<file path="src/source/legv8_defs.svh">
`ifndef LEGV8_DEFS_SVH
`define LEGV8_DEFS_SVH

// Datapath and address width
`define LEGV8_XLEN 64

// Architectural register file
`define LEGV8_REG_COUNT 32
`define LEGV8_ZERO_REG 5'd31

// R-format opcodes
`define LEGV8_OP_ADD 11'b10001011000
`define LEGV8_OP_SUB 11'b11001011000
`define LEGV8_OP_AND 11'b10001010000
`define LEGV8_OP_ORR 11'b10101010000

// D-format opcodes
`define LEGV8_OP_LDUR 11'b11111000010
`define LEGV8_OP_STUR 11'b11111000000

`endif

</file>
<file path="src/source/legv8_pkg.sv">
`include "legv8_defs.svh"

package legv8_pkg;

  typedef struct packed {
    logic [10:0] opcode;
    logic [4:0]  rm;
    logic [5:0]  shamt;
    logic [4:0]  rn;
    logic [4:0]  rd;
  } r_fmt_t;

  typedef struct packed {
    logic [10:0] opcode;
    logic [8:0]  addr; // Signed byte offset
    logic [1:0]  op2;
    logic [4:0]  rn;
    logic [4:0]  rt;
  } d_fmt_t;

  // One fetched word, decoded as either format
  typedef union packed {
    r_fmt_t r;
    d_fmt_t d;
  } instr_u;

  typedef enum logic [3:0] {
    ALU_AND = 4'b0000,
    ALU_ORR = 4'b0001,
    ALU_ADD = 4'b0010,
    ALU_SUB = 4'b0110
  } alu_fn_e;

  typedef struct packed {
    alu_fn_e alu_fn;
    logic    alu_src;    // Offset as second operand
    logic    mem_read;
    logic    mem_write;
    logic    reg_write;
    logic    mem_to_reg;
  } ctrl_t;

  typedef enum logic [1:0] {
    FWD_REG = 2'b00,
    FWD_WB  = 2'b01,
    FWD_MEM = 2'b10
  } fwd_sel_e;

  typedef struct packed {
    logic                   valid;
    logic [`LEGV8_XLEN-1:0] pc;
    instr_u                 instr;
  } if_id_t;

  typedef struct packed {
    ctrl_t                  ctrl;
    logic [`LEGV8_XLEN-1:0] rn_data;
    logic [`LEGV8_XLEN-1:0] rm_data;  // Rm, or Rt for stores
    logic [`LEGV8_XLEN-1:0] imm;
    logic [4:0]             rn_idx;
    logic [4:0]             rm_idx;
    logic [4:0]             rd_idx;
  } id_ex_t;

  typedef struct packed {
    logic                   mem_read;
    logic                   mem_write;
    logic                   reg_write;
    logic                   mem_to_reg;
    logic [`LEGV8_XLEN-1:0] alu_result;
    logic [`LEGV8_XLEN-1:0] store_data;
    logic [4:0]             rd_idx;
  } ex_mem_t;

  typedef struct packed {
    logic                   reg_write;
    logic                   mem_to_reg;
    logic [`LEGV8_XLEN-1:0] alu_result;
    logic [`LEGV8_XLEN-1:0] load_data;
    logic [4:0]             rd_idx;
  } mem_wb_t;

  typedef struct packed {
    logic                   we;
    logic [4:0]             idx;
    logic [`LEGV8_XLEN-1:0] data;
  } wb_t;

endpackage

</file>
<file path="src/source/register_file.sv">
`include "legv8_defs.svh"

module register_file (
  input  logic                   CLOCK,
  input  logic                   rst_n,
  input  logic [4:0]             rd_index_a,
  input  logic [4:0]             rd_index_b,
  output logic [`LEGV8_XLEN-1:0] rd_data_a,
  output logic [`LEGV8_XLEN-1:0] rd_data_b,
  input  legv8_pkg::wb_t         wb
);

  logic [`LEGV8_XLEN-1:0] regs [`LEGV8_REG_COUNT-1]; // XZR has no storage
  logic                   wr_en;

  assign wr_en = wb.we && (wb.idx != `LEGV8_ZERO_REG);

  always_ff @(posedge CLOCK or negedge rst_n) begin
    if (!rst_n) begin
      for (int i = 0; i < `LEGV8_REG_COUNT - 1; i++) begin
        regs[i] <= '0;
      end
    end else if (wr_en) begin
      regs[wb.idx] <= wb.data;
    end
  end

  // Same-cycle write is visible to decode
  assign rd_data_a = (rd_index_a == `LEGV8_ZERO_REG)       ? '0 :
                     (wr_en && wb.idx == rd_index_a)       ? wb.data :
                                                             regs[rd_index_a];
  assign rd_data_b = (rd_index_b == `LEGV8_ZERO_REG)       ? '0 :
                     (wr_en && wb.idx == rd_index_b)       ? wb.data :
                                                             regs[rd_index_b];

endmodule

</file>
<file path="config.mk">
export PLATFORM = sky130hd
export DESIGN_NAME = register_file
export DESIGN_NICKNAME = d
export VERILOG_FILES = /design/src/source/legv8_pkg.sv /design/src/source/register_file.sv
export VERILOG_INCLUDE_DIRS = /design/src /design/src/source
export SDC_FILE = /design/constraint.sdc
export NUM_CORES = 2
export LEC_CHECK = 0
export BUFFER_PORTS_ARGS = -buffer_cell sky130_fd_sc_hd__buf_2
export CORE_MARGIN = 1
export CORE_UTILIZATION = 60
export CTS_BUF_LIST = sky130_fd_sc_hd__clkbuf_8
export DETAILED_ROUTE_END_ITERATION = 7
export HOLD_SLACK_MARGIN = 0.02
export PLACE_DENSITY = 0.81
export SYNTH_ARGS = -nofsm -noshare
export SYNTH_HDL_FRONTEND = slang
export SYNTH_SLANG_ARGS = --single-unit
</file>
<file path="constraint.sdc">
create_clock -name CLOCK -period 4.9 [get_ports CLOCK]
set_input_delay 0.245 -clock CLOCK [delete_from_list [all_inputs] [get_ports CLOCK]]
set_output_delay 0.245 -clock CLOCK [all_outputs]
set_load 0.05 [all_outputs]
</file>
==> out/results.txt <==
Adder-cell share of the synthesized area: 0
PD cells: 414 mW/mm^2
Register area: 0.0496 sq mm
Worst VDD drop: 0.314 mV
Clk pwr share: 0.322
Mean area per synthesized cell: 14.9 sq um
Clk slew on worst S/H paths: 0.07 ns
Post-route ant nets: 0
Max FFs per register: 1984
CP Data Arrival Time: 4.04 ns
Final setup vio count: 0
Yosys reg bits: 1984
Via count: 74000
Unrepaired setup endpoints after global routing: false
Clock buffer count from CTS: 348
Core ar.: 0.175 sq mm
FF-to-FF setup slack: 4.05 ns
Worst flop-to-flop path endpoint: regs[1176]$_DFFE_PN0P_
Setup bufs post-CTS: 0
Die X: 423 um
Fin crit period: 4.29 ns
# port buffers: 209
Crit path buf inv count: 4
Slowest-stage cell, CP: nor2_4
Slew Viols, Final: 0
Ys Warns: 0
NetSw: 14.3 mW
Reg power frac: 0.456
HPWL Detailed: 200 mm
Asr flop ratio synth: 1.00
Sink Count: 1984
Hold_ws: 0.120 ns
Post-synth EDFFs: 0
CTS tree: built
Drt total wl: 352 mm
Critical Path Max Stage Delay: 0.99 ns
Root buffer cell: clkbuf_8
Pre-antenna DRT Iters: 8
Int Power: 34.0 mW
Hold Path Class: input pin to async pin
Critical Path End: rd_data_b[2]
DIE AREA: 0.179 sq mm
Crit Reg-Reg Startpoint: regs[1176]$_DFFE_PN0P_
Routed wire per std cell: 36.0 um
Syn-to-layout area delta: 9.91%
Slew headroom: 0.157
Levels on crit path: 9
Post-layout util: 0.667
Synth Flop Type: dfrtp_1
Number of global-route vias before repair: 75600
Crit path max fanout: 24
Leak pwr: 51.1 nW
Clk_lat worst skew: 1.08 ns
Unique masters post-synth: 57
Top Registers: regs: 1984 flops
Seq/Total Area, Yosys: 0.468
Crit-path leading delay family: buffers and inverters
Post-CTS resize count: 0
Max Clock Skew: 0 ns
# Max-Cap Violations: 0
Final hold viol count: 0
Startpoint Class: input pin
FP Rows: 153
Initial antenna violation count: 26
Crit end category: output port
Overall die height: 423 um
Routability cong.: 0.895
Final worst-path cycle share: 0.875
Simple-gate share of the synthesized area: 0.0206
Hold_buf cts: 69
# fillers: 11700
Worst setup path startpoint: wb[67]
GR Overflow Total: 0
Critical path required time: 4.66 ns
Initial core utilization: 0.607
H-tree level count: 5
Largest family of logic cells by synthesized area: multiplexers
Largest net degree at the start of global routing: 156
Gr usage total: 0.397
First-pass GRT wire length: 517 mm
Via density: 7.57
Switching share of power: 0.297
Area of the multi-input gates: 0.0528 sq mm
Run status: complete, no violations
Register-to-Register Path Depth: 1
Setup tns final: 0 ns
Setup CP Type: input pin to output port
CP Cell Sequence: dlygate4sd3_1 > buf_2 > nand3_2 > o2111ai_1 > nor2_4 > nor2_4 > buf_12 > a32o_1 > buf_2
Mux contribution to synthesized area: 0.422
Maximum clock frequency: 233 MHz
Cells after synthesis: 7139
Largest Register: regs
Syn nets: 7221
Remaining DRCs: 0
1st-iter DRT viols: 10200
Logic pwr share: 0.223
Nets@finish: 7270
Clk buf depth: 4
I/O pin count: 210
Compound-Gate Fraction of Synth Area: 0.0514
Synth Area in XOR/XNOR: 0.000825
Share of layout cells above drive strength 1: 0.504
Worst-Margin Slew: 1.26 ns
Synthesized cell area: 0.106 sq mm
## Yosys cell counts (53+ instances only)
master,n,share of area
dfrtp_1,1984,0.47
buf_2,312,0.015
o21ai_0,96,0.0045
mux4_2,868,0.18
a211oi_1,56,0.0040
nor2_1,91,0.0032
o22ai_1,231,0.014
clkbuf_1,355,0.013
mux2i_1,296,0.028
nor3_1,53,0.0025
buf_4,77,0.0054
nand2_1,125,0.0044
mux2_2,1882,0.20
mux2_1,96,0.010
## layer usage
layer	track usage	share of wire	vias to the layer above
li1	-	-	28000
met1	0.504	0.35	38700
met2	0.587	0.45	5655
met3	0.118	0.12	1667
met4	0.277	0.081	32
met5	0	0.00075	-
## placed cells by master (no fill, tap or decap), types with 13 or more instances in the layout
master,n
mux4_2,868
diode_2,13
nor2_4,20
o22a_1,25
o221ai_1,51
o21ai_0,96
buf_4,150
nor4b_1,18
nor2b_1,26
clkinv_2,40
a21oi_1,50
a31oi_1,15
nor2_1,85
a2bb2oi_1,26
dlygate4sd3_1,68
mux2i_1,296
nand2_1,108
a211oi_1,56
inv_1,117
o2bb2ai_1,42
buf_12,62
a22oi_1,39
mux2_1,96
a32o_1,51
nor4_1,18
nor3_1,51
o22ai_1,230
nand3_1,26
dfrtp_1,1984
nand2_4,13
buf_2,201
clkbuf_8,457
mux2_2,1882
a22o_1,29
## worst min path at each step
stage | slack [ns] | end | startpoint | depth (start not counted)
after floorplan | -0.05 | regs[0]$_DFFE_PN0P_ | rst_n | 0
final | 0.12 | regs[687]$_DFFE_PN0P_ | rst_n | 3
after detailed placement | 0.37 | regs[1401]$_DFFE_PN0P_ | rst_n | 1
after global placement | 0.36 | regs[1401]$_DFFE_PN0P_ | rst_n | 1
after global routing | 0.14 | regs[687]$_DFFE_PN0P_ | rst_n | 3
after CTS | 0.07 | regs[705]$_DFFE_PN0P_ | wb[64] | 4
## cells by family (layout without fill, tap and decap cells)
logic type                count (synthesis)  in the layout
muxes                                  3142           3142
and+or+nand+nor                         428            428
DFF                                    1984           1984
AOI/OAI and AO/OA                       761            761
other                                     0             13
xor gates and xnor gates                 10             10
buffers and inverters                   814           1113
## metrics by stage
stage | worst slack, ns | std cells | instance area, sq um | power [mW]
6_report | 0.611 | 9776 | 117000 | 48.3
5_1_grt | 0.646 | 9767 | 117000 | 49.9
4_1_cts | 0.781 | 9763 | 117000 | 48.1
3_5_place_dp | 1.33 | 9094 | 109000 | 32.7
3_3_place_gp | 1.32 | 9094 | 109000 | 32.0
2_1_floorplan | 2.10 | 7139 | 106000 | 29.5
## power by group through the flow
stage | Combinational, mW | Clock [mW] | Sequential (mW)
finish | 10.8 | 15.5 | 22.0
floorplan | 8.16 | 0 | 21.3
CTS | 10.7 | 15.6 | 21.9
global route | 11.3 | 16.3 | 22.3
detailed placement | 10.6 | 0 | 22.1
global placement | 10.3 | 0 | 21.8
## layout make-up
class                      instances  share of cell area
antenna                           13            0.000279
clock buffer                     457              0.0539
clock inverter                   143             0.00617
inverter                          26            0.000847
multi-input combinational       4341               0.453
sequential                      1984               0.426
tap                             2325              0.0249
timing repair buffer             487              0.0356
## worst min-delay path, cell delays in order
cell,delay [ns]
dlygate4sd3_1,0.58
buf_12,0.39
buf_4,0.34
No activity file was read; power rests on OpenSTA's default activity.
