**src/source/legv8_defs.svh**
```systemverilog
`ifndef LEGV8_DEFS_SVH
`define LEGV8_DEFS_SVH

// Datapath and address width
`define LEGV8_XLEN 64

// Architectural register file
`define LEGV8_REG_COUNT 32
`define LEGV8_ZERO_REG 5'd31

// R-format opcodes
`define LEGV8_OP_ADD 11'b10001011000
`define LEGV8_OP_SUB 11'b11001011000
`define LEGV8_OP_AND 11'b10001010000
`define LEGV8_OP_ORR 11'b10101010000

// D-format opcodes
`define LEGV8_OP_LDUR 11'b11111000010
`define LEGV8_OP_STUR 11'b11111000000

`endif

```
**src/source/legv8_pkg.sv**
```systemverilog
`include "legv8_defs.svh"

package legv8_pkg;

  typedef struct packed {
    logic [10:0] opcode;
    logic [4:0]  rm;
    logic [5:0]  shamt;
    logic [4:0]  rn;
    logic [4:0]  rd;
  } r_fmt_t;

  typedef struct packed {
    logic [10:0] opcode;
    logic [8:0]  addr; // Signed byte offset
    logic [1:0]  op2;
    logic [4:0]  rn;
    logic [4:0]  rt;
  } d_fmt_t;

  // One fetched word, decoded as either format
  typedef union packed {
    r_fmt_t r;
    d_fmt_t d;
  } instr_u;

  typedef enum logic [3:0] {
    ALU_AND = 4'b0000,
    ALU_ORR = 4'b0001,
    ALU_ADD = 4'b0010,
    ALU_SUB = 4'b0110
  } alu_fn_e;

  typedef struct packed {
    alu_fn_e alu_fn;
    logic    alu_src;    // Offset as second operand
    logic    mem_read;
    logic    mem_write;
    logic    reg_write;
    logic    mem_to_reg;
  } ctrl_t;

  typedef enum logic [1:0] {
    FWD_REG = 2'b00,
    FWD_WB  = 2'b01,
    FWD_MEM = 2'b10
  } fwd_sel_e;

  typedef struct packed {
    logic                   valid;
    logic [`LEGV8_XLEN-1:0] pc;
    instr_u                 instr;
  } if_id_t;

  typedef struct packed {
    ctrl_t                  ctrl;
    logic [`LEGV8_XLEN-1:0] rn_data;
    logic [`LEGV8_XLEN-1:0] rm_data;  // Rm, or Rt for stores
    logic [`LEGV8_XLEN-1:0] imm;
    logic [4:0]             rn_idx;
    logic [4:0]             rm_idx;
    logic [4:0]             rd_idx;
  } id_ex_t;

  typedef struct packed {
    logic                   mem_read;
    logic                   mem_write;
    logic                   reg_write;
    logic                   mem_to_reg;
    logic [`LEGV8_XLEN-1:0] alu_result;
    logic [`LEGV8_XLEN-1:0] store_data;
    logic [4:0]             rd_idx;
  } ex_mem_t;

  typedef struct packed {
    logic                   reg_write;
    logic                   mem_to_reg;
    logic [`LEGV8_XLEN-1:0] alu_result;
    logic [`LEGV8_XLEN-1:0] load_data;
    logic [4:0]             rd_idx;
  } mem_wb_t;

  typedef struct packed {
    logic                   we;
    logic [4:0]             idx;
    logic [`LEGV8_XLEN-1:0] data;
  } wb_t;

endpackage

```
**src/source/decode_stage.sv**
```systemverilog
`include "legv8_defs.svh"

module decode_stage (
  input  logic                   CLOCK,
  input  logic                   rst_n,
  input  legv8_pkg::if_id_t      if_id,
  output logic [4:0]             rd_index_a,
  output logic [4:0]             rd_index_b,
  input  logic [`LEGV8_XLEN-1:0] rd_data_a,
  input  logic [`LEGV8_XLEN-1:0] rd_data_b,
  output logic                   stall,
  output legv8_pkg::id_ex_t      id_ex
);

  legv8_pkg::ctrl_t  ctrl;
  legv8_pkg::id_ex_t id_ex_next;
  logic              is_stur;
  logic              use_a;
  logic              use_b;

  always_comb begin
    ctrl = '0; // Unknown words become bubbles
    if (if_id.valid) begin
      case (if_id.instr.r.opcode)
        `LEGV8_OP_ADD: begin
          ctrl.alu_fn    = legv8_pkg::ALU_ADD;
          ctrl.reg_write = 1'b1;
        end
        `LEGV8_OP_SUB: begin
          ctrl.alu_fn    = legv8_pkg::ALU_SUB;
          ctrl.reg_write = 1'b1;
        end
        `LEGV8_OP_AND: begin
          ctrl.alu_fn    = legv8_pkg::ALU_AND;
          ctrl.reg_write = 1'b1;
        end
        `LEGV8_OP_ORR: begin
          ctrl.alu_fn    = legv8_pkg::ALU_ORR;
          ctrl.reg_write = 1'b1;
        end
        `LEGV8_OP_LDUR: begin
          ctrl.alu_fn     = legv8_pkg::ALU_ADD;
          ctrl.alu_src    = 1'b1;
          ctrl.mem_read   = 1'b1;
          ctrl.reg_write  = 1'b1;
          ctrl.mem_to_reg = 1'b1;
        end
        `LEGV8_OP_STUR: begin
          ctrl.alu_fn    = legv8_pkg::ALU_ADD;
          ctrl.alu_src   = 1'b1;
          ctrl.mem_write = 1'b1;
        end
        default: ;
      endcase
    end
  end

  assign is_stur    = (if_id.instr.d.opcode == `LEGV8_OP_STUR);
  assign rd_index_a = if_id.instr.r.rn;
  assign rd_index_b = is_stur ? if_id.instr.d.rt : if_id.instr.r.rm;

  // Sources actually read by the decoded instruction
  assign use_a = ctrl.reg_write | ctrl.mem_write;
  assign use_b = ctrl.mem_write | (ctrl.reg_write & ~ctrl.alu_src);

  assign stall = id_ex.ctrl.mem_read && (id_ex.rd_idx != `LEGV8_ZERO_REG) &&
                 ((use_a && id_ex.rd_idx == rd_index_a) ||
                  (use_b && id_ex.rd_idx == rd_index_b));

  always_comb begin
    id_ex_next.ctrl    = ctrl;
    id_ex_next.rn_data = rd_data_a;
    id_ex_next.rm_data = rd_data_b;
    id_ex_next.imm     = {{(`LEGV8_XLEN-9){if_id.instr.d.addr[8]}}, if_id.instr.d.addr};
    id_ex_next.rn_idx  = rd_index_a;
    id_ex_next.rm_idx  = rd_index_b;
    id_ex_next.rd_idx  = if_id.instr.r.rd;
  end

  always_ff @(posedge CLOCK or negedge rst_n) begin
    if (!rst_n) begin
      id_ex <= '0;
    end else if (stall) begin
      id_ex <= '0; // Bubble while the load completes
    end else begin
      id_ex <= id_ex_next;
    end
  end

endmodule

```
**config.mk**
```make
export PLATFORM = sky130hd
export DESIGN_NAME = decode_stage
export DESIGN_NICKNAME = d
export VERILOG_FILES = /design/src/source/legv8_pkg.sv /design/src/source/decode_stage.sv
export VERILOG_INCLUDE_DIRS = /design/src /design/src/source
export SDC_FILE = /design/constraint.sdc
export NUM_CORES = 1
export LEC_CHECK = 0
export BUFFER_PORTS_ARGS = -buffer_cell sky130_fd_sc_hd__buf_2
export CAP_MARGIN = 20
export CORE_AREA = 2 2 175 177
export CTS_CLUSTER_SIZE = 28
export DETAILED_ROUTE_END_ITERATION = 7
export DIE_AREA = 0 0 177 179
export PLACE_DENSITY = 0.48
export SLEW_MARGIN = 40
export SYNTH_ARGS = -nofsm -noshare
export SYNTH_HDL_FRONTEND = slang
export SYNTH_SLANG_ARGS = --single-unit
```
**constraint.sdc**
```tcl
create_clock -name CLOCK -period 3.46 [get_ports CLOCK]
set_input_delay 0.692 -clock CLOCK [delete_from_list [all_inputs] [get_ports CLOCK]]
set_output_delay 0.692 -clock CLOCK [all_outputs]
set_load 0.02 [all_outputs]
```
==> key figures, run 1 <==
Run status
  • Status: completed

Die
  • Initial Utilization: ~23%
  • Core area: 30030 µm²
  • Die width: about 180 µm
  • I/O pin count: between 400 and 500
  • Num rows: 64
  • Die H: approximately 180 µm
  • Die area: around 32000 µm²

Placed design
  • Post-DP HPWL: about 15000 µm
  • Placed insts: approximately 1.3k
  • Global placement routability congestion: approximately 0.74
  • Pre-CTS WS: between 0.3 and 0.4 ns
  • Number of port buffers: around 390

Hold path
  • Hold Crit Class: input pin to asynchronous set/reset pin

Power and ir drop
  • Switch share: around 28%
  • Seq pwr share: between 40 and 50%
  • Psw: ~0.0013 W
  • Overall power: roughly 0.0047 W
  • Clock power frac: between 40 and 50%
  • Internal power: ~0.0034 W
  • LEAKAGE: between 4 and 5 nW
  • Pwr dens: ~500 nW/µm²
  • Worst IR Drop VDD: roughly 0.00025 V
  • Comb power frac: about 14%

Finish
  • Fillers: 3196
  • NumNets Final: 1177
  • Largest register FFs: approximately 160
  • Most flops, register: id_ex
  • Final Non-Filler Cells: 1359
  • Largest registers: id_ex x159
  • Final Util: 31.04%
  • Share of layout cells above drive strength 1: ~46%
  • Synthesis-to-finish area growth: 36.65%
  • Antenna cells: 0

STA
  • PnR worst setup slack: 0.3616 ns
  • Tmin final: 3.098 ns
  • Worst Max-Slew Pin Slew: around 0.6 ns
  • Pins Over Slew Limit: 0
  • RSZ-0062 raised after global routing: no
  • Final period util: approximately nine tenths
  • Slew margin rel.: between 60% and 70%
  • Setup tns final: 0 ns
  • Max Clock Skew: 0.01191 ns
  • Fmax: approximately 0.32 GHz
  • Final setup vio count: 0
  • Hold Violations, Final: 0

Critical path
  • RR Startpoint: id_ex[0]
  • R2R cell count: 6
  • Crit Path Class: input pin to primary output
  • FF-to-FF setup slack: a little over 1 ns
  • CP Capture Type: primary output
  • Crit start category: input pin
  • WP data required: between 2 and 3 ns
  • Critical Path AT: 2.41 ns
  • Reg-to-reg endpoint: id_ex[168]
  • Critical-path maximum fanout: 4

Route
  • Post-route ant nets: 0
  • Drt total wl: around 23000 µm
  • DRC errors left: 0
  • Starting DRT DRC Count: about 250
  • WL/cell: ~17 µm
  • Via/cell ratio: 4.404
  • DR vias: 5985
  • Drt first pass iters: 4

Clock network
  • TritonCTS Buffers: 17
  • CTS root buf: clkbuf_16
  • Clk_lat worst skew: between 0.4 and 0.5 ns
  • Clock buffer depth: 2
  • Clock-pin slew on the worst setup and hold paths: roughly 0.07 ns
  • CTS tree: done
  • CTS Sinks: around 160
  • CTS Hold Bufs: 0
  • CTS HTree Levels: 4
  • Number of setup buffers added after CTS: 0
  • Post-CTS resize count: 0

Global route
  • Global-route total usage across every layer: roughly 14%
  • Global-route wire length before repair: about 34000 µm
  • GRT overflow: 0
  • Antenna violations before repair: 0
  • Vias in the first global route: around 5.5k
  • Pin count of the biggest net entering global routing: ~150

Logic synthesis
  • Ys async rst share: 100.0%
  • Yosys cell types: 36
  • Proportion of synthesized area in mux cells: less than 1%
  • Largest family of logic cells by synthesized area: compound AO/OA/AOI/OAI gates
  • Synth Area in Simple Gates: 3.394%
  • Post-synthesis xor/xnor area fraction: about 1.5%
  • Top area cells in the synthesized netlist: dfrtp_1 (58%), a21oi_1 (11%), o21ai_0 (11%)
  • Mapped Nets: roughly 890
  • Number of flops mapped to enable cells by yosys: 0
  • Syn avg cell area: between 10 and 15 µm²
  • Mapped cell area: between 6000 and 7000 µm²
  • Area leader, netlist: dfrtp_1
  • Post-synth top area share: ~58%
  • Synth Area in Compound Gates: between 20% and 30%
  • Post-Synth Adder-Cell Area: 0%
  • Most used DFF post-synth: dfrtp_1
  • Yosys Warn Count: 0
  • Most frequent cell after synthesis: dfrtp_1
  • Seq/Total Area, Yosys: 58.34%
  • Cells after synthesis: 660
  • FF+latch count, synth: 159
  • Most common library cells after synthesis: dfrtp_1 (159), a21oi_1 (151), o21ai_0 (150), buf_4 (77), clkbuf_1 (34)

Flow run
  • MaxCap Viol Count: 0
[final cells by class]
class | instances | area (µm²) | share of cell area, %
inverters | 3 | 11.26 | 0.1208
multi-input cells | 369 | 2071 | 22.22
repair buffers | 400 | 2131 | 22.86
well taps | 396 | 495.5 | 5.316
flip-flops and latches | 159 | 3979 | 42.69
clock buffers | 17 | 425.4 | 4.564
clock inverters | 15 | 207.7 | 2.228
[worst max-delay path by stage]
stage,start,endpoint,slack (ns),depth (start not counted)
floorplan,if_id[26],stall,0.45,7
CTS,if_id[21],stall,0.34,7
finish,if_id[21],stall,0.36,7
global placement,if_id[21],stall,0.34,7
global route,if_id[21],stall,0.26,7
detailed placement,if_id[31],id_ex[168],0.33,9
[power by group through the flow]
stage	Clock [W]	Combinational, W	Sequential [W]
after floorplan	0	0.000258	0.00214
after global placement	0	0.000661	0.00201
after detailed placement	0	0.000662	0.00201
after CTS	0.00213	0.000664	0.00197
after global routing	0.00221	0.000714	0.00198
final	0.00206	0.000650	0.00197
[stage by stage]
stage               cell area [µm²]  hold WS (ns)
CTS                            9320        0.1804
global route                   9320        0.1975
floorplan                      6820        0.3964
detailed placement             8687        0.6549
finish                         9320        0.1878
global placement               8687        0.6558
[per-layer routing]
layer	global-route usage [%]	wire length, µm
met4	4.408	290
met5	0	0
met1	17.15	9590
met3	3.584	1382
met2	23.54	11530
[cell families (layout without fill, tap and decap cells)]
| group | Yosys count | in the layout |
|---|---|---|
| other | 1 | 1 |
| buffers and inverters | 132 | 435 |
| AND/OR/NAND/NOR | 34 | 34 |
| AO/OA/AOI/OAI | 316 | 316 |
| flip-flops | 159 | 159 |
| XOR/XNOR | 12 | 12 |
| multiplexers | 6 | 6 |
[critical path, cell delays in order]
cell	delay [ns]
buf_2	0.10
or3b_1	0.45
nor4_2	0.47
a221o_1	0.23
nand3_4	0.12
a21o_1	0.18
buf_2	0.16
[placed cells by master, fill, tap and decap left out, types with 2 or more instances in the layout]
master and count:
nor3b_1 2, nand3_1 4, nand2_1 4, buf_2 385, o21ai_0 150, mux2_2 5, xor2_1 8, clkinvlp_4 4
xnor2_1 4, buf_12 7, nand3_4 2, nor3_1 2, o21ai_1 3, bufinv_16 4, nand4_1 3, dfrtp_1 159
clkinv_4 2, inv_6 4, inv_1 3, buf_4 7, clkbuf_16 17, nor2_1 5, a211oi_1 5, a21oi_1 151
a2111oi_0 2, nor4_2 2
Note: power is estimated with default switching activity, not from simulation.
==> run 2: changes to the inputs <==
- BUFFER_PORTS_ARGS: -buffer_cell sky130_fd_sc_hd__buf_2 -> -buffer_cell sky130_fd_sc_hd__buf_4
==> run 2 against run 1 <==
Effect of this change: clock skew grew 0.0017 ns; critical path type unchanged; die area unchanged; flip-flop and latch count unchanged; hold slack improved by 0.011 ns.
==> key figures, run 2 (synthesized netlist as in run 1, its figures left out) <==
Critical path
  • Critical-path maximum fanout: 4
  • Crit path cell chain: buf_4, or3b_1, nor4_2, a221o_1, nand3_4, a21o_1, buf_4
  • Crit start category: input pin
  • CP bufs+invs: 2
  • Crit Path Class: input pin to primary output
  • CP peak stage delay: approximately 0.45 ns
  • Critical Path AT: 2.37 ns
  • Most frequent CP cell: buf_4
  • WP data required: between 2 and 3 ns
  • CP max stage cell: or3b_1
  • R2R cell count: 6
  • CP Capture Type: primary output
  • CP Depth: 7
  • Top delay family on crit path: simple AND/OR/NAND/NOR gates

Hold path
  • Hold Crit Class: input pin to asynchronous set/reset pin

Finish
  • Most frequent cells in the layout: buf_4 (393), dfrtp_1 (158), a21oi_1 (151)
  • Share of layout cells above drive strength 1: between 40% and 50%
  • NumNets Final: 1178
  • Footprint of the multi-input gates: just over 2000 µm²
  • Synthesis-to-finish area growth: 51.59%
  • Reg area: 3983 µm²
  • Largest register FFs: about 160
  • Largest registers: id_ex x159
  • Most flops, register: id_ex
  • Fillers: 3090
  • Most common cell after layout, fill and taps aside: buf_4
  • Final Non-Filler Cells: 1360
  • Antenna cells: 0
  • Final Cell Area: roughly 10000 µm²

Placed design
  • Post-DP HPWL: roughly 16000 µm
  • Number of port buffers: between 300 and 400
  • Global placement routability congestion: around 0.75
  • Placed insts: between 1k and 1.5k
  • Placed inst area: 9659 µm²
  • Pre-CTS WS: 0.3651 ns

Clock network
  • TritonCTS Buffers: 17
  • CTS tree: done
  • CTS root buf: clkbuf_16
  • Clock buffer depth: 2
  • CTS Hold Bufs: 0
  • Clock-pin slew on the worst setup and hold paths: roughly 0.07 ns
  • CTS HTree Levels: 4
  • CTS Sinks: ~160
  • Clk_lat worst skew: 0.43 ns
  • Post-CTS resize count: 0
  • Number of setup buffers added after CTS: 0

Route
  • Via/cell ratio: about 4.4
  • WL/cell: 17.49 µm
  • DRC errors left: 0
  • DR vias: 6045
  • Post-route ant nets: 0
  • Starting DRT DRC Count: roughly 290
  • Drt total wl: between 20000 and 25000 µm
  • Drt first pass iters: 4

STA
  • Tmin final: 3.066 ns
  • Final period util: around nine tenths
  • Fmax: between 0.3 and 0.4 GHz
  • Max Clock Skew: around 0.014 ns
  • Slew margin rel.: between 50% and 60%
  • Worst Max-Slew Pin Slew: around 0.74 ns
  • Final setup vio count: 0
  • Pins Over Slew Limit: 0
  • Hold Violations, Final: 0
  • Setup tns final: 0 ns
  • PnR worst setup slack: roughly 0.39 ns
  • RSZ-0062 raised after global routing: no

Power and ir drop
  • Pwr dens: between 400 and 500 nW/µm²
  • Worst IR Drop VDD: roughly 0.00026 V
  • LEAKAGE: 4.731 nW
  • Overall power: 0.004939 W

Global route
  • GRT overflow: 0
  • Global-route total usage across every layer: between 10 and 15%
  • Global-route wire length before repair: 34990 µm
  • Pin count of the biggest net entering global routing: around 150
  • Vias in the first global route: approximately 5.7k
  • Antenna violations before repair: 0

Die
  • Die H: roughly 180 µm
  • Die area: 31680 µm²
  • Initial Utilization: ~23%
  • I/O pin count: about 450
  • Core area: approximately 30000 µm²
  • Num rows: 64
  • Die width: approximately 180 µm

Run status
  • Status: completed

Flow run
  • MaxCap Viol Count: 0
==> run 2: changes by cell type in the layout (fill, tap and decap cells not counted), sizes merged <==
cell | previous run | this run
clkbuf | 17 | 19
bufinv | 4 | 6
buf | 400 | 401
clkinvlp | 4 | 3
clkinv | 3 | 2
inv | 7 | 5
==> run 2: final timing paths <==
kind,slack [ns],end,from
min reg2reg,0.98,id_ex[4],id_ex[210]
min,0.20,id_ex[156],rst_n
max reg2reg,1.11,id_ex[111],id_ex[3]
max,0.39,stall,if_id[21]
max in group asynchronous,2.48,id_ex[98],rst_n
min in group CLOCK,0.50,id_ex[187],rd_data_a[44]
==> run 2: through the flow <==
step / util [%] / hold WS (ns)
floorplan: - / 0.3964
global placement: 32.17 / 0.6731
detailed placement: 32.17 / 0.6696
CTS: 34.42 / 0.2032
global route: 34.43 / 0.2124
finish: 34.43 / 0.1990
==> run 2: layer usage <==
layer | wire, µm | up-vias | track usage (%)
met5 | 0 | - | 0
met4 | 487 | 0 | 5.303
met3 | 1526 | 26 | 4.008
met2 | 12040 | 249 | 24.66
met1 | 9732 | 2945 | 17.42
li1 | - | 2825 | -
==> run 2: power by group <==
part	switching [W]	total (W)	internal [W]
sequential	0.0000392	0.00199	0.00195
clock	0.000803	0.00218	0.00138
combinational	0.000424	0.000770	0.000346
==> run 2: worst reg2reg max path: cells and delay by family, from the launching register on <==
family	cells	cell delay, ns
DFF	1	0.46
and+or+nand+nor	1	0.55
buffers and inverters	2	0.63
AOI/OAI and AO/OA	2	0.39
xor gates and xnor gates	1	0.18
==> run 2: area by class of cell <==
cell class	instances	share of cell area (%)
clock buffers	19	4.284
clock inverters	13	2.263
inverters	3	0.1089
multi-input cells	369	20.03
flip-flops and latches	159	38.52
well taps	396	4.792
repair buffers	401	30.00
