`src/source/legv8_defs.svh`:
```
`ifndef LEGV8_DEFS_SVH
`define LEGV8_DEFS_SVH

// Datapath and address width
`define LEGV8_XLEN 64

// Architectural register file
`define LEGV8_REG_COUNT 32
`define LEGV8_ZERO_REG 5'd31

// R-format opcodes
`define LEGV8_OP_ADD 11'b10001011000
`define LEGV8_OP_SUB 11'b11001011000
`define LEGV8_OP_AND 11'b10001010000
`define LEGV8_OP_ORR 11'b10101010000

// D-format opcodes
`define LEGV8_OP_LDUR 11'b11111000010
`define LEGV8_OP_STUR 11'b11111000000

`endif

```
`src/source/legv8_pkg.sv`:
```
`include "legv8_defs.svh"

package legv8_pkg;

  typedef struct packed {
    logic [10:0] opcode;
    logic [4:0]  rm;
    logic [5:0]  shamt;
    logic [4:0]  rn;
    logic [4:0]  rd;
  } r_fmt_t;

  typedef struct packed {
    logic [10:0] opcode;
    logic [8:0]  addr; // Signed byte offset
    logic [1:0]  op2;
    logic [4:0]  rn;
    logic [4:0]  rt;
  } d_fmt_t;

  // One fetched word, decoded as either format
  typedef union packed {
    r_fmt_t r;
    d_fmt_t d;
  } instr_u;

  typedef enum logic [3:0] {
    ALU_AND = 4'b0000,
    ALU_ORR = 4'b0001,
    ALU_ADD = 4'b0010,
    ALU_SUB = 4'b0110
  } alu_fn_e;

  typedef struct packed {
    alu_fn_e alu_fn;
    logic    alu_src;    // Offset as second operand
    logic    mem_read;
    logic    mem_write;
    logic    reg_write;
    logic    mem_to_reg;
  } ctrl_t;

  typedef enum logic [1:0] {
    FWD_REG = 2'b00,
    FWD_WB  = 2'b01,
    FWD_MEM = 2'b10
  } fwd_sel_e;

  typedef struct packed {
    logic                   valid;
    logic [`LEGV8_XLEN-1:0] pc;
    instr_u                 instr;
  } if_id_t;

  typedef struct packed {
    ctrl_t                  ctrl;
    logic [`LEGV8_XLEN-1:0] rn_data;
    logic [`LEGV8_XLEN-1:0] rm_data;  // Rm, or Rt for stores
    logic [`LEGV8_XLEN-1:0] imm;
    logic [4:0]             rn_idx;
    logic [4:0]             rm_idx;
    logic [4:0]             rd_idx;
  } id_ex_t;

  typedef struct packed {
    logic                   mem_read;
    logic                   mem_write;
    logic                   reg_write;
    logic                   mem_to_reg;
    logic [`LEGV8_XLEN-1:0] alu_result;
    logic [`LEGV8_XLEN-1:0] store_data;
    logic [4:0]             rd_idx;
  } ex_mem_t;

  typedef struct packed {
    logic                   reg_write;
    logic                   mem_to_reg;
    logic [`LEGV8_XLEN-1:0] alu_result;
    logic [`LEGV8_XLEN-1:0] load_data;
    logic [4:0]             rd_idx;
  } mem_wb_t;

  typedef struct packed {
    logic                   we;
    logic [4:0]             idx;
    logic [`LEGV8_XLEN-1:0] data;
  } wb_t;

endpackage

```
`src/source/forwarding_unit.sv`:
```
`include "legv8_defs.svh"

module forwarding_unit (
  input  legv8_pkg::id_ex_t    id_ex,
  input  legv8_pkg::ex_mem_t   ex_mem,
  input  legv8_pkg::wb_t       wb,
  output legv8_pkg::fwd_sel_e  fwd_a,
  output legv8_pkg::fwd_sel_e  fwd_b
);

  function automatic legv8_pkg::fwd_sel_e pick_source(input logic [4:0] src);
    legv8_pkg::fwd_sel_e sel;
    sel = legv8_pkg::FWD_REG;
    if (ex_mem.reg_write && ex_mem.rd_idx != `LEGV8_ZERO_REG && ex_mem.rd_idx == src) begin
      sel = legv8_pkg::FWD_MEM; // Youngest producer wins
    end else if (wb.we && wb.idx != `LEGV8_ZERO_REG && wb.idx == src) begin
      sel = legv8_pkg::FWD_WB;
    end
    return sel;
  endfunction

  always_comb begin
    fwd_a = pick_source(id_ex.rn_idx);
    fwd_b = pick_source(id_ex.rm_idx);
  end

endmodule

```
`config.mk`:
```
export PLATFORM = sky130hd
export DESIGN_NAME = forwarding_unit
export DESIGN_NICKNAME = d
export VERILOG_FILES = /design/src/source/legv8_pkg.sv /design/src/source/forwarding_unit.sv
export VERILOG_INCLUDE_DIRS = /design/src /design/src/source
export SDC_FILE = /design/constraint.sdc
export NUM_CORES = 1
export LEC_CHECK = 0
export BUFFER_PORTS_ARGS = -buffer_cell sky130_fd_sc_hd__buf_4
export CAP_MARGIN = 20
export CORE_AREA = 2 2 165 167
export DETAILED_ROUTE_END_ITERATION = 10
export DIE_AREA = 0 0 167 169
export SYNTH_ARGS = -nofsm -noshare
export SYNTH_HDL_FRONTEND = slang
export SYNTH_SLANG_ARGS = --single-unit
```
`constraint.sdc`:
```
create_clock -name vclk -period 0.8
set_input_delay 0.04 -clock vclk [all_inputs]
set_output_delay 0.04 -clock vclk [all_outputs]
set_load 0.02 [all_outputs]
```
==> implementation parameters, run 1 <==
Parameter                              Value

Power and ir drop
  Total power    0.3836 mW
  Leakage power    0.2723 nW
  Worst-case vdd ir drop    0.2358 mV
  Pwr per Cell Area    345.2 nW/µm²

Final layout
  Fraction of layout instances using a drive strength above 1    0.7097
  Total inserted antenna cells    0
  Most common cell after layout, fill and taps aside    sky130_fd_sc_hd__buf_4
  Seq cells    0
  Commonest cells after routing, fill and taps aside    sky130_fd_sc_hd__buf_4, sky130_fd_sc_hd__xnor2_1, sky130_fd_sc_hd__xnor2_2
  Area growth from synthesis to final layout    326.9%
  Sequential cell area    0 µm²
  Count of clock buffers in the final design    0
  Post-layout nets    487
  Fin cells    403

Floorplan
  Die Outline Area    28220 µm²
  Total number of placement rows    60
  Die span in x    167 µm
  Io pins    427
  Placeable core region    26500 µm²
  Starting Density    0.009821
  Vert. Die Dim    169 µm

Placement
  Inst Count DP    403
  Global placement routability congestion    0.6864
  Number of port buffers    26
  Worst setup slack before clock tree synthesis    -205.0 ps

GRT
  Highest-utilization routing layer at the global route stage    met2
  Largest net degree at the start of global routing    4
  Vias in the first global route    427
  Grt ovf    0
  Met2 demand-to-capacity share in global routing    0.02058
  First-pass GRT wire length    2208 µm
  Global routing met3 resource utilization    0.001637
  Total GRT Usage    0.009955
  Antenna violations before repair    0
  Met1 track demand over resource in global routing    0.01116

Timing
  Max Clock Freq    1057 MHz
  Final worst hold slack    489.9 ps
  PnR worst setup slack    -146.1 ps
  Number of max-slew violations in the final report    0
  Post-layout min period    946.1 ps
  Unrepaired setup endpoints after global routing    yes
  Final Hold Violating Endpoints    0
  Slew at the pin with the worst max-slew slack    359.0 ps
  Setup violation total in the final timing report    4
  Final critical-path share of the clock period    1.183
  Max-Slew Margin vs Limit    0.7598

Route
  Number of violations reported at the end of detailed-routing iteration 0    11
  Routed wire length per instance    3.826 µm
  Drt pass-1 iters    3
  Post-route ant nets    0
  Detail-routed via count per cell    0.9181
  Detailed-route via count    370
  Remaining DRCs    0
  Routed wire length    1542 µm

Setup path
  Peak per-stage delay on the critical path    350 ps
  Setup crit start kind    input pin
  Cell occurring most often along the worst timing path    sky130_fd_sc_hd__nor4_4
  Maximum net fanout on the critical path    2
  Slowest cell on the critical path    sky130_fd_sc_hd__nor4_4
  WP data required    760 ps
  Arrival time of data at the critical path endpoint    910 ps
  CP endpoint kind    primary output
  Critical Path, Cell by Cell    buf_6 > xor2_2 > nor4_4 > nor4_4 > buf_4
  Kind of critical path    input pin to primary output

Yosys
  Number of library cell types mapped by synthesis    8
  Number of warning messages in the yosys log    0
  Fraction of the yosys area taken by sequential cells    0
  Synth Instances    36
  Avg Synthesized Cell Area    7.229 µm²
  Net count after synthesis    459
  Post-synth design cell area    260.3 µm²

Clock tree
  Number of buffers added to fix hold violations after cts    0

Worst hold path
  Type of the most critical hold path    input pin to primary output

Run status
  Violated checks    negative setup slack
  Result of the run    finished with violations

Flow run
  Max capacitance violation total    0
==> stage by stage <==
| stage | instance area, µm² | utilization | TNS, ps |
|---|---|---|---|
| after CTS | 1046 | 0.03947 | -543.8 |
| after global routing | 1111 | 0.04193 | -645.3 |
| after floorplan | 320.3 | - | -116.6 |
| after detailed placement | 942.2 | 0.03555 | -730.5 |
| final | 1111 | 0.04193 | -508.9 |
| after global placement | 942.2 | 0.03555 | -717.5 |
==> final timing paths <==
path	startpoint	end	slack, ps	cells past startpoint
worst max-delay path	id_ex[12]	fwd_a[0]	-150	5
worst min-delay path	ex_mem[134]	fwd_b[1]	490	4
==> layout make-up <==
type / count / area, µm²
Tap cell: 341 / 426.7
Multi-Input combinational cell: 36 / 447.9
Timing Repair Buffer: 26 / 236.5
Fill cell: 3127 / 25390
==> Yosys cell counts <==
cell type	n	area, µm²
sky130_fd_sc_hd__xor2_1	4	35.03
sky130_fd_sc_hd__nand2_1	4	15.01
sky130_fd_sc_hd__xnor2_1	16	140.1
sky130_fd_sc_hd__nor2_1	1	3.750
sky130_fd_sc_hd__nand4_1	2	12.51
sky130_fd_sc_hd__o21ai_2	1	8.760
sky130_fd_sc_hd__nand3_1	4	20.02
sky130_fd_sc_hd__nor4_1	4	25.02
==> cells by family after synthesis <==
kind of cell              after synthesis  share of synthesized area
xor gates and xnor gates               20                     0.6730
and+or+nand+nor                        15                     0.2932
AOI/OAI and AO/OA                       1                    0.03366
==> layer usage <==
layer / vias to the layer above / share of wire
met1: 172 / 0.35
met5: - / 0
met3: 0 / 0.070
met4: 0 / 0
li1: 176 / -
met2: 22 / 0.58
==> where the power goes <==
group | total [mW] | switching (mW) | internal (mW)
registers | 0 | 0 | 0
logic | 0.384 | 0.171 | 0.213
clock network | 0 | 0 | 0
total | 0.384 | 0.171 | 0.213
==> worst max-delay path: cells and delay by family <==
| family | cells | cell delay [ps] |
|---|---|---|
| simple gates | 2 | 420 |
| buf+inv | 2 | 270 |
| xor+xnor | 1 | 180 |
==> timing repair <==
action / 4_1_cts / 5_1_grt
setup buffers: 0 / 0
resized for setup: 19 / 10
setup endpoints to repair: 4 / 4
pin swaps: 4 / 4
(Power assumes the default switching activity.)
==> run 2, diff against run 1 <==
==> constraint.sdc (replaced) <==
create_clock -name vclk -period 1
set_input_delay 0.2 -clock vclk [all_inputs]
set_output_delay 0.2 -clock vclk [all_outputs]
set_load 0.02 [all_outputs]
==> run 2 against run 1 <==
The run still ends with negative setup slack left; sequential share of layout area did not move; first-iteration DRC count is 55% higher; total power decreased by 18%; critical endpoint unchanged; highest routed layer unchanged.
==> implementation parameters, run 2 (synthesis results as in run 1) <==
Parameter                              Value

Flow run
  Max capacitance violation total    0

Placement
  Standard cell area after detailed placement    1002 µm²
  Global placement routability congestion    0.6940
  Number of port buffers    26

Route
  Detail-routed via count per cell    0.8809
  Routed wire length    2608 µm
  Post-route ant nets    0
  Remaining DRCs    0
  Detailed-route via count    355
  Drt pass-1 iters    2
  Routed wire length per instance    6.471 µm
  Number of violations reported at the end of detailed-routing iteration 0    17

Timing
  Post-layout min period    1309 ps
  Unrepaired setup endpoints after global routing    yes
  Max Clock Freq    763.9 MHz
  Setup violation total in the final timing report    4
  Setup TNS    -1102 ps
  Number of max-slew violations in the final report    0
  Slew at the pin with the worst max-slew slack    378.4 ps
  Final critical-path share of the clock period    1.309
  PnR worst setup slack    -309.1 ps
  Max-Slew Margin vs Limit    0.7468
  Final Hold Violating Endpoints    0

Final layout
  Most common cell after layout, fill and taps aside    sky130_fd_sc_hd__buf_4
  Count of clock buffers in the final design    0
  Commonest cells after routing, fill and taps aside    sky130_fd_sc_hd__buf_4, sky130_fd_sc_hd__xnor2_1, sky130_fd_sc_hd__xnor2_2
  Fraction of layout instances using a drive strength above 1    0.6935
  Post-layout nets    487
  Post-route cell area    1124 µm²
  Total inserted antenna cells    0
  Seq cells    0
  Sequential cell area    0 µm²
  Area growth from synthesis to final layout    331.7%

Floorplan
  Die span in x    167 µm
  Vert. Die Dim    169 µm
  Starting Density    0.009821
  Placeable core region    26500 µm²
  Total number of placement rows    60
  Die Outline Area    28220 µm²
  Io pins    427

Power and ir drop
  Leakage power    0.2712 nW
  Pwr per Cell Area    281.1 nW/µm²
  Worst-case vdd ir drop    0.04993 mV

Clock tree
  Number of buffers added to fix hold violations after cts    0
  Number of setup buffers added after CTS    0

Setup path
  CP bufs+invs    2
  Kind of cell adding the most delay to the critical path    simple AND/OR/NAND/NOR gates
  WP data required    800 ps
  Arrival time of data at the critical path endpoint    1110 ps
  Setup crit start kind    input pin
  Maximum net fanout on the critical path    3
  CP endpoint kind    primary output
  Kind of critical path    input pin to primary output
  Slowest cell on the critical path    sky130_fd_sc_hd__nor4_4
  Critical Path, Cell by Cell    buf_8 > nand3_4 > o21ai_4 > nor4_4 > nor4_4 > buf_4
  Cell occurring most often along the worst timing path    sky130_fd_sc_hd__nor4_4
  Peak per-stage delay on the critical path    390 ps

Run status
  Violated checks    negative setup slack
  Result of the run    finished with violations

GRT
  First-pass GRT wire length    3429 µm
  Antenna violations before repair    0
  Grt ovf    0
  Vias in the first global route    422
  Largest net degree at the start of global routing    4
  Total GRT Usage    0.01788

Worst hold path
  Type of the most critical hold path    input pin to primary output
## run 2: layout make-up
| class | count | area, µm² |
|---|---|---|
| timing repair buffer | 26 | 245.2 |
| multi-input combinational | 36 | 451.7 |
| fill | 3122 | 25380 |
| tap | 341 | 426.7 |
## run 2: report_power, final
part | switching, mW | internal [mW]
Sequential | 0 | 0
Clock | 0 | 0
Combinational | 0.143 | 0.173
Total | 0.143 | 0.173
## run 2: path summary, 6_finish.rpt
kind,startpoint,end,slack (ps),cells past startpoint
worst min-delay path,ex_mem[134],fwd_a[1],820,4
worst max-delay path,ex_mem[0],fwd_a[0],-310,6
## run 2: timing repair
action / in CTS / in global routing
cloned: 0 / 0
endpoints found under the setup margin: 4 / 4
pin swaps: 3 / 2
gates resized for setup: 15 / 8
## run 2: stage by stage
step | std cells | setup slack, ps | power (mW) | hold slack (ps) | util
after floorplan | 36 | -151.9 | 0.1267 | 539.6 | -
after global placement | 403 | -328.8 | 0.2573 | 830.8 | 0.03782
after detailed placement | 403 | -353.0 | 0.2627 | 825.4 | 0.03782
after CTS | 403 | -297.8 | 0.2975 | 825.5 | 0.04065
after global routing | 403 | -371.8 | 0.3405 | 838.4 | 0.04240
final | 403 | -309.1 | 0.3158 | 815.5 | 0.04240
## run 2: routing by layer
layer  global-route usage  vias to the layer above  share of wire
li1                     -                      177              -
met1              0.01849                      164           0.33
met2              0.03042                       14           0.50
met3              0.01403                        0           0.17
met4                    0                        0              0
met5                    0                        -              0
==> run 3, diff against run 2 <==
--- a/config.mk
+++ b/config.mk
@@ -6,11 +6,12 @@
 export SDC_FILE = /design/constraint.sdc
 export NUM_CORES = 1
 export LEC_CHECK = 0
+export ABC_AREA = 1
 export BUFFER_PORTS_ARGS = -buffer_cell sky130_fd_sc_hd__buf_4
 export CAP_MARGIN = 20
-export CORE_AREA = 2 2 165 167
+export CORE_AREA = 2 2 167 169
 export DETAILED_ROUTE_END_ITERATION = 10
-export DIE_AREA = 0 0 167 169
+export DIE_AREA = 0 0 169 171
 export SYNTH_ARGS = -nofsm -noshare
 export SYNTH_HDL_FRONTEND = slang
 export SYNTH_SLANG_ARGS = --single-unit
==> run 3 against run 2 <==
The flow still finishes with violations (negative setup slack); sequential cell count unchanged; fmax grew 10%; wire length shrank 3.4%; non-clock buffer count unchanged; combinational power grew 4%; design area increased by 8.5%; worst setup slack gained 120 ps; largest power group unchanged.
==> implementation parameters, run 3 <==
Parameter                              Value

Run status
  Result of the run    finished with violations
  Violated checks    negative setup slack

Yosys
  Most frequent cell after synthesis    sky130_fd_sc_hd__nand2_1
  Synth Instances    79
  Largest cells by area after synthesis    sky130_fd_sc_hd__nand2_1, sky130_fd_sc_hd__xnor2_1, sky130_fd_sc_hd__inv_1
  Top-area cell type share of the netlist area    0.3868
  Number of library cell types mapped by synthesis    11
  Fraction of the yosys area taken by sequential cells    0
  Avg Synthesized Cell Area    4.545 µm²
  Synth top cells by count    sky130_fd_sc_hd__nand2_1, sky130_fd_sc_hd__inv_1, sky130_fd_sc_hd__nor2_1
  Number of warning messages in the yosys log    0
  Net count after synthesis    502
  Post-synth design cell area    359.1 µm²
  Cell taking the most area after synthesis    sky130_fd_sc_hd__nand2_1

Floorplan
  Placeable core region    27320 µm²
  Vert. Die Dim    171 µm
  Die span in x    169 µm
  Total number of placement rows    61
  Starting Density    0.01314
  Die Outline Area    28900 µm²
  Io pins    427

Final layout
  Fraction of layout instances using a drive strength above 1    0.6190
  Total inserted antenna cells    0
  Post-layout nets    530
  Seq cells    0
  Fin cells    451
  Sequential cell area    0 µm²
  Count of clock buffers in the final design    0
  Most common cell after layout, fill and taps aside    sky130_fd_sc_hd__nand2_1
  Commonest cells after routing, fill and taps aside    sky130_fd_sc_hd__nand2_1, sky130_fd_sc_hd__nand2_2, sky130_fd_sc_hd__buf_8
  Area growth from synthesis to final layout    239.4%
  Post-route cell area    1219 µm²

Timing
  Final critical-path share of the clock period    1.186
  Final worst hold slack    821.9 ps
  Slew at the pin with the worst max-slew slack    243.9 ps
  Post-layout min period    1186 ps
  Number of max-slew violations in the final report    0
  PnR worst setup slack    -185.7 ps
  Unrepaired setup endpoints after global routing    yes
  Max-Slew Margin vs Limit    0.8374
  Max Clock Freq    843.4 MHz
  Setup violation total in the final timing report    4
  Final Hold Violating Endpoints    0

Setup path
  Peak per-stage delay on the critical path    140 ps
  Critical Path, Cell by Cell    buf_6 > xnor2_2 > nand2_1 > nor2_1 > nand2_1 > nor2_4 > buf_6
  Slowest cell on the critical path    sky130_fd_sc_hd__xnor2_2
  Kind of critical path    input pin to primary output
  Maximum net fanout on the critical path    3
  Setup crit start kind    input pin
  WP data required    800 ps
  Arrival time of data at the critical path endpoint    990 ps
  CP endpoint kind    primary output

Route
  Routed wire length    2520 µm
  Remaining DRCs    0
  Drt pass-1 iters    4
  Post-route ant nets    0
  Routed wire length per instance    5.588 µm
  Detailed-route via count    556
  Number of violations reported at the end of detailed-routing iteration 0    8
  Detail-routed via count per cell    1.233

GRT
  Total GRT Usage    0.01588
  Grt ovf    0
  Antenna violations before repair    1
  Largest net degree at the start of global routing    5
  First-pass GRT wire length    3243 µm
  Vias in the first global route    487

Placement
  Standard cell area after detailed placement    1007 µm²
  Detailed-placement wirelength estimate    2305 µm
  Inst Count DP    451
  Number of port buffers    26
  Global placement routability congestion    0.6149
  Worst setup slack before clock tree synthesis    -280.2 ps

Flow run
  Max capacitance violation total    0

Power and ir drop
  Pwr per Cell Area    269.5 nW/µm²
  Leakage power    0.4072 nW
  Worst-case vdd ir drop    0.1651 mV

Clock tree
  Number of buffers added to fix hold violations after cts    0
  Number of setup buffers added after CTS    0

Worst hold path
  Type of the most critical hold path    input pin to primary output
## run 3: cell type report
class | instances | area, µm²
timing repair buffer | 26 | 304.0
fill | 3262 | 26110
multi-input combinational | 65 | 419.2
tap | 346 | 432.9
inverter | 14 | 62.56
## run 3: repair_timing
item	4_1_cts	5_1_grt
endpoints found under the setup margin	4	4
endpoints found under the hold margin	0	0
resized for setup	19	48
pin swaps	13	36
gates cloned	0	0
## run 3: power by group
| part | switching, mW | internal, mW |
|---|---|---|
| clock | 0 | 0 |
| sequential | 0 | 0 |
| combinational | 0.152 | 0.176 |
## run 3: per-layer routing
metal / vias up / wire [µm] / GRT usage
li1: 287 / - / -
met1: 248 / 1099 / 0.02181
met2: 17 / 1219 / 0.02637
met3: 2 / 189 / 0.004395
met4: 2 / 2 / 0
met5: - / 10 / 0
## run 3: path summary, 6_finish.rpt
| check | startpoint | endpoint | slack [ps] | cells past startpoint |
|---|---|---|---|---|
| worst max-delay path | wb[68] | fwd_b[0] | -190 | 7 |
| worst min-delay path | ex_mem[134] | fwd_b[1] | 820 | 4 |
## run 3: cell families after synthesis
logic type	synth area share
buffers and inverters	0.1463
AO/OA/AOI/OAI	0.03832
AND/OR/NAND/NOR	0.6202
XOR/XNOR	0.1951
## run 3: worst max-delay path, delay by kind of cell
kind,cells,cell delay [ps]
buffers and inverters,2,250
XOR/XNOR,1,140
AND/OR/NAND/NOR,4,400
## run 3: stage by stage
| step | total power, mW | setup TNS [ps] | utilization |
|---|---|---|---|
| floorplan | 0.1095 | -27.11 | - |
| global placement | 0.2333 | -858.2 | 0.03686 |
| detailed placement | 0.2357 | -921.6 | 0.03686 |
| CTS | 0.2553 | -880.7 | 0.03892 |
| global route | 0.3584 | -885.3 | 0.04460 |
| finish | 0.3284 | -616.6 | 0.04460 |
